===== src/include/agu_settings.svh =====
`ifndef AGU_SETTINGS_SVH
`define AGU_SETTINGS_SVH

// Width of issued addresses and of the base register
`define AGU_ADDR_W 16

// Width of each loop step counter, also the stride width
`define AGU_CNT_W 16

// Number of nested loop levels, innermost is level 0
`define AGU_LOOPS 3

// Credits the consumer grants after reset
`define AGU_CREDITS 4

`endif


===== src/hw/agu_pkg.sv =====
`default_nettype none

package agu_pkg;

    `include "agu_settings.svh"

    // Command opcodes, shared by both views of a command word
    typedef enum logic [1:0] {
        AGU_OP_LOOP = 2'd1,
        AGU_OP_BASE = 2'd2
    } agu_op_e;

    // Loop setup view
    typedef struct packed {
        agu_op_e                op;
        logic [1:0]             idx;
        logic [11:0]            bound;
        logic [`AGU_CNT_W-1:0]  stride;
    } agu_loop_cmd_t;

    // Base and start view, the reserved bits are ignored
    typedef struct packed {
        agu_op_e                op;
        logic [13:0]            rsvd;
        logic [`AGU_ADDR_W-1:0] base;
    } agu_base_cmd_t;

    // One 32-bit command word, decoded by its opcode
    typedef union packed {
        agu_loop_cmd_t loop_cmd;
        agu_base_cmd_t base_cmd;
    } agu_cmd_u;

    // Stored setup of one loop level
    typedef struct packed {
        logic [11:0]           bound;
        logic [`AGU_CNT_W-1:0] stride;
    } agu_loop_cfg_t;

    // Issued address, last marks the final address of a run
    typedef struct packed {
        logic [`AGU_ADDR_W-1:0] addr;
        logic                   last;
    } agu_beat_t;

endpackage

`default_nettype wire


===== src/hw/agu_credit_issue.sv =====
`timescale 1ns/10ps
`default_nettype none

`include "agu_settings.svh"

// Credit based issue stage
// One beat per cycle while a run is active and credits remain
module agu_credit_issue import agu_pkg::*; (
    input  logic                   clk_i,
    input  logic                   reset_i,
    input  logic                   run_i,
    input  logic [`AGU_ADDR_W-1:0] addr_i,
    input  logic                   last_i,
    input  logic                   credit_i,
    output logic                   advance_o,
    output logic                   done_o,
    output logic                   beat_valid_o,
    output agu_beat_t              beat_o
);

    localparam int CRED_W = $clog2(`AGU_CREDITS + 1);

    logic [CRED_W-1:0] credit_q;
    logic              issue;
    logic              beat_valid_q;
    agu_beat_t         beat_q;

    // Issue decision for this cycle
    assign issue = run_i && (credit_q != '0);

    // Loop nest moves on the same edge that registers the beat
    assign advance_o = issue;

    // Run ends on the edge that registers the last beat
    assign done_o = issue && last_i;

    // Returned credit and issued beat in one cycle cancel out
    always_ff @(posedge clk_i) begin
        if (reset_i) begin
            credit_q <= CRED_W'(`AGU_CREDITS);
        end else if (credit_i && !issue) begin
            credit_q <= credit_q + 1'b1;
        end else if (!credit_i && issue) begin
            credit_q <= credit_q - 1'b1;
        end
    end

    // Valid flag
    always_ff @(posedge clk_i) begin
        if (reset_i) begin
            beat_valid_q <= 1'b0;
        end else begin
            beat_valid_q <= issue;
        end
    end

    // Beat payload, only loaded on issue
    always_ff @(posedge clk_i) begin
        if (issue) begin
            beat_q.addr <= addr_i;
            beat_q.last <= last_i;
        end
    end

    assign beat_valid_o = beat_valid_q;
    assign beat_o       = beat_q;

endmodule

`default_nettype wire


===== src/hw/agu_loop_nest.sv =====
`timescale 1ns/10ps
`default_nettype none

`include "agu_settings.svh"

// Three nested loops built from step counters
// Address is base plus the sum of all loop counts
module agu_loop_nest import agu_pkg::*; (
    input  logic                   clk_i,
    input  logic                   reset_i,
    input  logic                   cfg_we_i,
    input  logic [1:0]             cfg_idx_i,
    input  agu_loop_cfg_t          cfg_i,
    input  logic                   start_i,
    input  logic [`AGU_ADDR_W-1:0] base_i,
    input  logic                   advance_i,
    output logic [`AGU_ADDR_W-1:0] addr_o,
    output logic                   last_o
);

    // Loop setup as written by the decoder
    agu_loop_cfg_t cfg_q [`AGU_LOOPS];

    // Run values latched at start
    logic [`AGU_ADDR_W-1:0] base_q;
    logic [`AGU_CNT_W-1:0]  max_q [`AGU_LOOPS];

    // Counter side
    logic [`AGU_CNT_W-1:0] count [`AGU_LOOPS];
    logic [`AGU_LOOPS-1:0] tc;
    logic [`AGU_LOOPS-1:0] en;

    // tc_chain[i] is high when every level below i is at its end
    logic [`AGU_LOOPS:0]    tc_chain;
    logic [`AGU_ADDR_W-1:0] sum;

    // Loop setup storage, indices past the last level are dropped
    always_ff @(posedge clk_i) begin
        if (cfg_we_i && (cfg_idx_i < 2'(`AGU_LOOPS))) begin
            cfg_q[cfg_idx_i] <= cfg_i;
        end
    end

    // At start each max becomes stride times (bound - 1)
    // A zero stride collapses its level to a single pass
    always_ff @(posedge clk_i) begin
        if (start_i) begin
            base_q <= base_i;
            for (int i = 0; i < `AGU_LOOPS; i++) begin
                // Bound 0 acts as bound 1
                if (cfg_q[i].bound == 12'd0) begin
                    max_q[i] <= '0;
                end else begin
                    max_q[i] <= `AGU_CNT_W'(cfg_q[i].stride * (cfg_q[i].bound - 12'd1));
                end
            end
        end
    end

    // Carry chain of terminal counts, innermost first
    always_comb begin
        tc_chain[0] = 1'b1;
        for (int i = 0; i < `AGU_LOOPS; i++) begin
            tc_chain[i+1] = tc_chain[i] & tc[i];
        end
    end

    // Outer levels step only when all inner levels wrap
    assign en = {`AGU_LOOPS{advance_i}} & tc_chain[`AGU_LOOPS-1:0];

    for (genvar gi = 0; gi < `AGU_LOOPS; gi++) begin : g_loop
        step_counter #(
            .WIDTH (`AGU_CNT_W)
        ) u_step_counter (
            .clk_i   (clk_i),
            .reset_i (reset_i),
            .clear_i (start_i),
            .en_i    (en[gi]),
            .step_i  (cfg_q[gi].stride),
            .init_i  ('0),
            .max_i   (max_q[gi]),
            .count_o (count[gi]),
            .tc_o    (tc[gi])
        );
    end

    // Sum of the loop offsets, modulo the address width
    always_comb begin
        sum = '0;
        for (int i = 0; i < `AGU_LOOPS; i++) begin
            sum = sum + `AGU_ADDR_W'(count[i]);
        end
    end

    assign addr_o = base_q + sum;

    // Final point once every level is at its end
    assign last_o = tc_chain[`AGU_LOOPS];

endmodule

`default_nettype wire


===== src/hw/agu_top.sv =====
`timescale 1ns/10ps
`default_nettype none

`include "agu_settings.svh"

// Strided address generator
// Decodes command words and drives the loop nest and issue stage
module agu_top import agu_pkg::*; (
    input  logic      clk_i,
    input  logic      reset_i,
    input  logic      cmd_valid_i,
    input  agu_cmd_u  cmd_i,
    input  logic      credit_i,
    output logic      beat_valid_o,
    output agu_beat_t beat_o,
    output logic      busy_o
);

    // Decoder outputs
    logic          accept;
    logic          cfg_we;
    logic [1:0]    cfg_idx;
    agu_loop_cfg_t cfg;
    logic          start;

    logic [`AGU_ADDR_W-1:0] base;

    // Loop nest to issue stage
    logic [`AGU_ADDR_W-1:0] addr;
    logic                   last;
    logic                   advance;
    logic                   done;

    logic busy_q;

    // Commands are only taken while idle
    assign accept = cmd_valid_i && !busy_q;

    // Loop setup view
    assign cfg_we     = accept && (cmd_i.loop_cmd.op == AGU_OP_LOOP);
    assign cfg_idx    = cmd_i.loop_cmd.idx;
    assign cfg.bound  = cmd_i.loop_cmd.bound;
    assign cfg.stride = cmd_i.loop_cmd.stride;

    // Base and start view
    assign start = accept && (cmd_i.base_cmd.op == AGU_OP_BASE);
    assign base  = cmd_i.base_cmd.base;

    // Busy from start until the last beat is registered
    always_ff @(posedge clk_i) begin
        if (reset_i) begin
            busy_q <= 1'b0;
        end else if (start) begin
            busy_q <= 1'b1;
        end else if (done) begin
            busy_q <= 1'b0;
        end
    end

    assign busy_o = busy_q;

    agu_loop_nest u_agu_loop_nest (
        .clk_i     (clk_i),
        .reset_i   (reset_i),
        .cfg_we_i  (cfg_we),
        .cfg_idx_i (cfg_idx),
        .cfg_i     (cfg),
        .start_i   (start),
        .base_i    (base),
        .advance_i (advance),
        .addr_o    (addr),
        .last_o    (last)
    );

    // Runs as long as busy is set
    agu_credit_issue u_agu_credit_issue (
        .clk_i        (clk_i),
        .reset_i      (reset_i),
        .run_i        (busy_q),
        .addr_i       (addr),
        .last_i       (last),
        .credit_i     (credit_i),
        .advance_o    (advance),
        .done_o       (done),
        .beat_valid_o (beat_valid_o),
        .beat_o       (beat_o)
    );

endmodule

`default_nettype wire


===== src/hw/step_counter.sv =====
`timescale 1ns/10ps
`default_nettype none

// Counter that adds a fixed step per enabled cycle
// and wraps back to its init value once it sits at max
module step_counter #(
    parameter int WIDTH = 8
) (
    input  logic             clk_i,
    input  logic             reset_i,
    input  logic             clear_i,
    input  logic             en_i,
    input  logic [WIDTH-1:0] step_i,
    input  logic [WIDTH-1:0] init_i,
    input  logic [WIDTH-1:0] max_i,
    output logic [WIDTH-1:0] count_o,
    output logic             tc_o
);

    logic [WIDTH-1:0] count_q;
    logic [WIDTH-1:0] count_d;

    // Next value while enabled
    always_comb begin
        if (tc_o) begin
            // Wrap to the start of the range
            count_d = init_i;
        end else begin
            count_d = count_q + step_i;
        end
    end

    // Reset and clear both restart from init
    always_ff @(posedge clk_i) begin
        if (reset_i || clear_i) begin
            count_q <= init_i;
        end else if (en_i) begin
            count_q <= count_d;
        end
    end

    // Terminal count straight from the stored value
    assign tc_o    = (count_q == max_i);
    assign count_o = count_q;

endmodule

`default_nettype wire


===== config.mk =====
export PLATFORM = sky130hd
export DESIGN_NAME = agu_top
export DESIGN_NICKNAME = d
export VERILOG_FILES = /design/src/hw/agu_pkg.sv /design/src/hw/agu_credit_issue.sv /design/src/hw/agu_loop_nest.sv /design/src/hw/agu_top.sv /design/src/hw/step_counter.sv
export VERILOG_INCLUDE_DIRS = /design/src /design/src/include
export SDC_FILE = /design/constraint.sdc
export NUM_CORES = 1
export LEC_CHECK = 0
export CAP_MARGIN = 5
export CORE_MARGIN = 8
export CORE_UTILIZATION = 65
export CTS_CLUSTER_DIAMETER = 100
export DETAILED_ROUTE_END_ITERATION = 8
export DONT_BUFFER_PORTS = 1
export PLACE_DENSITY = 0.82
export SLEW_MARGIN = 20
export SYNTH_ARGS = -nofsm -noshare
export SYNTH_HDL_FRONTEND = slang
export SYNTH_SLANG_ARGS = --single-unit

===== constraint.sdc =====
create_clock -name clk_i -period 10.45 [get_ports clk_i]
set_input_delay 0.5225 -clock clk_i [delete_from_list [all_inputs] [get_ports clk_i]]
set_output_delay 0.5225 -clock clk_i [all_outputs]
set_load 0.01 [all_outputs]

==> out/results.ini <==
[synth]
synth_area_leaders = fa_1 24%, edfxtp_1 21%, ha_1 11%, inv_1 6.0%, xnor2_1 4.9%
synth_edf_count = 165
synth_warnings = 0
synth-seq-area-share = 0.261
synth-seq-cells = 218
synth_top_area_cell = fa_1
syn_nets = 2826
synth_top_area_frac = 0.238
synthDistinctLibCells = 66
synthArstFlopShare = 0
synth_ff_type = edfxtp_1
synthCells = 2305
syn_avg_cell_area_um2 = 10.0
synthesis.area_um2 = 23100

[run]
max_cap_violations = 0

[route]
ant_nets = 0
vias = 16400
routed_wirelength_mm = 57.4
drtIter0Drc = 1269
dr.pass1.iters = 7
drc = 0
wl_per_cell_um = 20.7
viasPerCell = 5.92

[timing]
final.setup.tns_ns = 0
finClkSkew_ns = 0.0128
fin_ws_ns = 2.76
drv_slew = 0
fin_crit_sh = 0.736
slew_headroom = 0.274
rsz0062_at_grt = false
maxClockFrequency_mhz = 130
period_minus_slack_ns = 7.69
setup_viol = 0
finalHoldViolCount = 0
tightest_slew_ns = 1.08

[clock_tree]
postCtsHoldBufs = 0
cts_made_buffers = 24
clock_path_buffers = 3
cts_tree = built
post_cts_buffers = 0
clkSinkCount = 218
cts-resized-gates = 0
cts_max_level = 1
clock_latency_ns = 0.52
clk_pin_slew_ns = 0.06
root_buffer = clkbuf_16

[global_route]
gr-total-overflow = 0
antenna_found_initial = 6
grt_pass1_vias = 16900
grt_max_degree = 50
grt_util_all_layers = 0.281
grt_pass1_wl_mm = 91.9

[finish]
layout_common_cells = 366 x inv_1, 274 x fa_1, 219 x nand2_1
area_growth_pct = 5.72
drive_above_1_share = 0.0339
mostFrequentLayoutCell = inv_1
fin_nets = 2803
stdcell_count = 2773

[placement]
place_hpwl_mm = 45.5
routabilityCongestion = 0.934
dp_slack_ns = 2.80
placedCellCount = 2717
io_buffers = 0

[setup_path]
max_stage_delay_ns = 0.60
crit_top_cell = fa_1
end_kind = flip-flop
crit_chain = inv_1 -> ha_1 -> nor4b_1 -> nand2_1 -> xnor2_1 -> nand2_1 -> fa_1 -> inv_1 -> fa_1 -> inv_1 -> fa_1 -> fa_1 -> fa_1 -> fa_1 -> xor2_1 -> xnor2_1 -> xnor2_1 -> xnor3_4 -> xnor2_1 -> xnor3_1 -> xnor3_1 -> xnor2_1 -> nor2_1
slowest_stage = edfxtp_1
path_class = flip-flop to flip-flop
arrival_ns = 7.94
startpoint_type = flip-flop
cp_max_fo = 14
required_ns = 10.70

[pwr]
internal_power_uw = 1830
power_frac_clock = 0.330
p_sw_uw = 796
leakagePower_uw = 0.0111
p_comb_frac = 0.296
power_frac_seq = 0.374
max-vdd-ir-drop_v = 0.000139
p_per_area_nw_per_um2 = 108
swShare = 0.303

[floorplan]
num_rows = 69
io_pins = 55
fp.dieW_um = 204
core_um2 = 35200
dieArea_um2 = 41800
chipHeight_um = 204
start_util = 0.655

[run_status]
status = complete, no violations

[worst_hold_path]
hp-class = primary input to flip-flop

per-layer routing:
metal | track usage | wire length (um) | share of wire | up-vias
li1 | - | - | - | 7398
met1 | 0.369 | 22800 | 0.40 | 8143
met2 | 0.463 | 27600 | 0.48 | 690
met3 | 0.0415 | 4450 | 0.078 | 172
met4 | 0.119 | 2570 | 0.045 | 6
met5 | 0 | 43 | 0.00075 | -
critical path, delay by kind of cell (launching register included):
| kind | cells | cell delay (ns) |
|---|---|---|
| DFF | 1 | 0.60 |
| buffers and inverters | 3 | 0.38 |
| xor gates and xnor gates | 9 | 2.59 |
| adders and majority gates | 7 | 3.12 |
| and+or+nand+nor | 4 | 0.72 |
final cells by class:
type / instances / area [um2]
multi-input combinational: 1658 / 15500
fill: 2596 / 10800
tap: 461 / 577
sequential: 218 / 6020
timing repair buffer: 12 / 90.1
inverter: 368 / 1380
clock buffer: 37 / 752
clock inverter: 7 / 70.1
antenna: 12 / 30.0
cells by family (layout without fill, tap and decap cells):
group,Yosys count,after routing,synth area share
multiplexers,3,3,0.00130
other,0,12,0
buffers and inverters,429,424,0.0700
flip-flops,218,218,0.261
XOR/XNOR,240,240,0.0966
adder cells (fa/ha/maj),485,485,0.352
AND/OR/NAND/NOR,710,710,0.156
AO/OA/AOI/OAI,220,220,0.0625
stage by stage:
step,hold WS (ns),util,instance area (um2),power [uW]
after floorplan,0.485,-,23100,1590
after global placement,0.529,0.667,23500,1740
after detailed placement,0.541,0.667,23500,1770
after CTS,0.0490,0.691,24300,2630
after global routing,0.0500,0.691,24400,2760
final,0.0646,0.692,24400,2630
sequential cells by signal, summed over array words and instances, names as in the netlist:
name                                           count
u_agu_loop_nest.cfg_q                             84
u_agu_loop_nest.g_loop.u_step_counter.count_o     48
u_agu_loop_nest.max_q                             48
u_agu_credit_issue.beat_o                         17
u_agu_loop_nest.base_q                            16
u_agu_credit_issue.credit_q                        3
busy_o                                             1
u_agu_credit_issue.beat_valid_o                    1
cells in the mapped netlist, types with 19 or more instances:
| cell type | count |
|---|---|
| nand3_1 | 32 |
| dfxtp_1 | 53 |
| inv_1 | 367 |
| edfxtp_1 | 165 |
| xor2_1 | 101 |
| o21ai_0 | 29 |
| clkbuf_1 | 58 |
| a21o_1 | 24 |
| nand2b_1 | 43 |
| nand2_1 | 219 |
| nor3_1 | 33 |
| a21oi_1 | 71 |
| a22oi_1 | 22 |
| nor2b_1 | 80 |
| or3_1 | 19 |
| fa_1 | 274 |
| and2_1 | 110 |
| nor2_1 | 110 |
| xnor2_1 | 130 |
| ha_1 | 211 |
path summary, 6_finish.rpt:
kind / slack (ns) / cells after the start / startpoint / endpoint
setup / recovery: 2.76 / 23 / u_agu_loop_nest.cfg_q[1][16] / u_agu_loop_nest.max_q[1][15]
hold / removal: 0.06 / 1 / reset_i / busy_o
setup reg to reg: 2.76 / 23 / u_agu_loop_nest.cfg_q[1][16] / u_agu_loop_nest.max_q[1][15]
hold reg to reg: 0.55 / 2 / flip-flop / flip-flop
power groups by stage:
| stage | Clock, uW | Sequential (uW) | Combinational [uW] |
|---|---|---|---|
| global route | 902 | 984 | 876 |
| global placement | 0 | 1000 | 743 |
| floorplan | 0 | 989 | 605 |
| CTS | 872 | 982 | 778 |
| detailed placement | 0 | 1000 | 772 |
| finish | 868 | 983 | 779 |
Power figures use the tool's default switching activity.
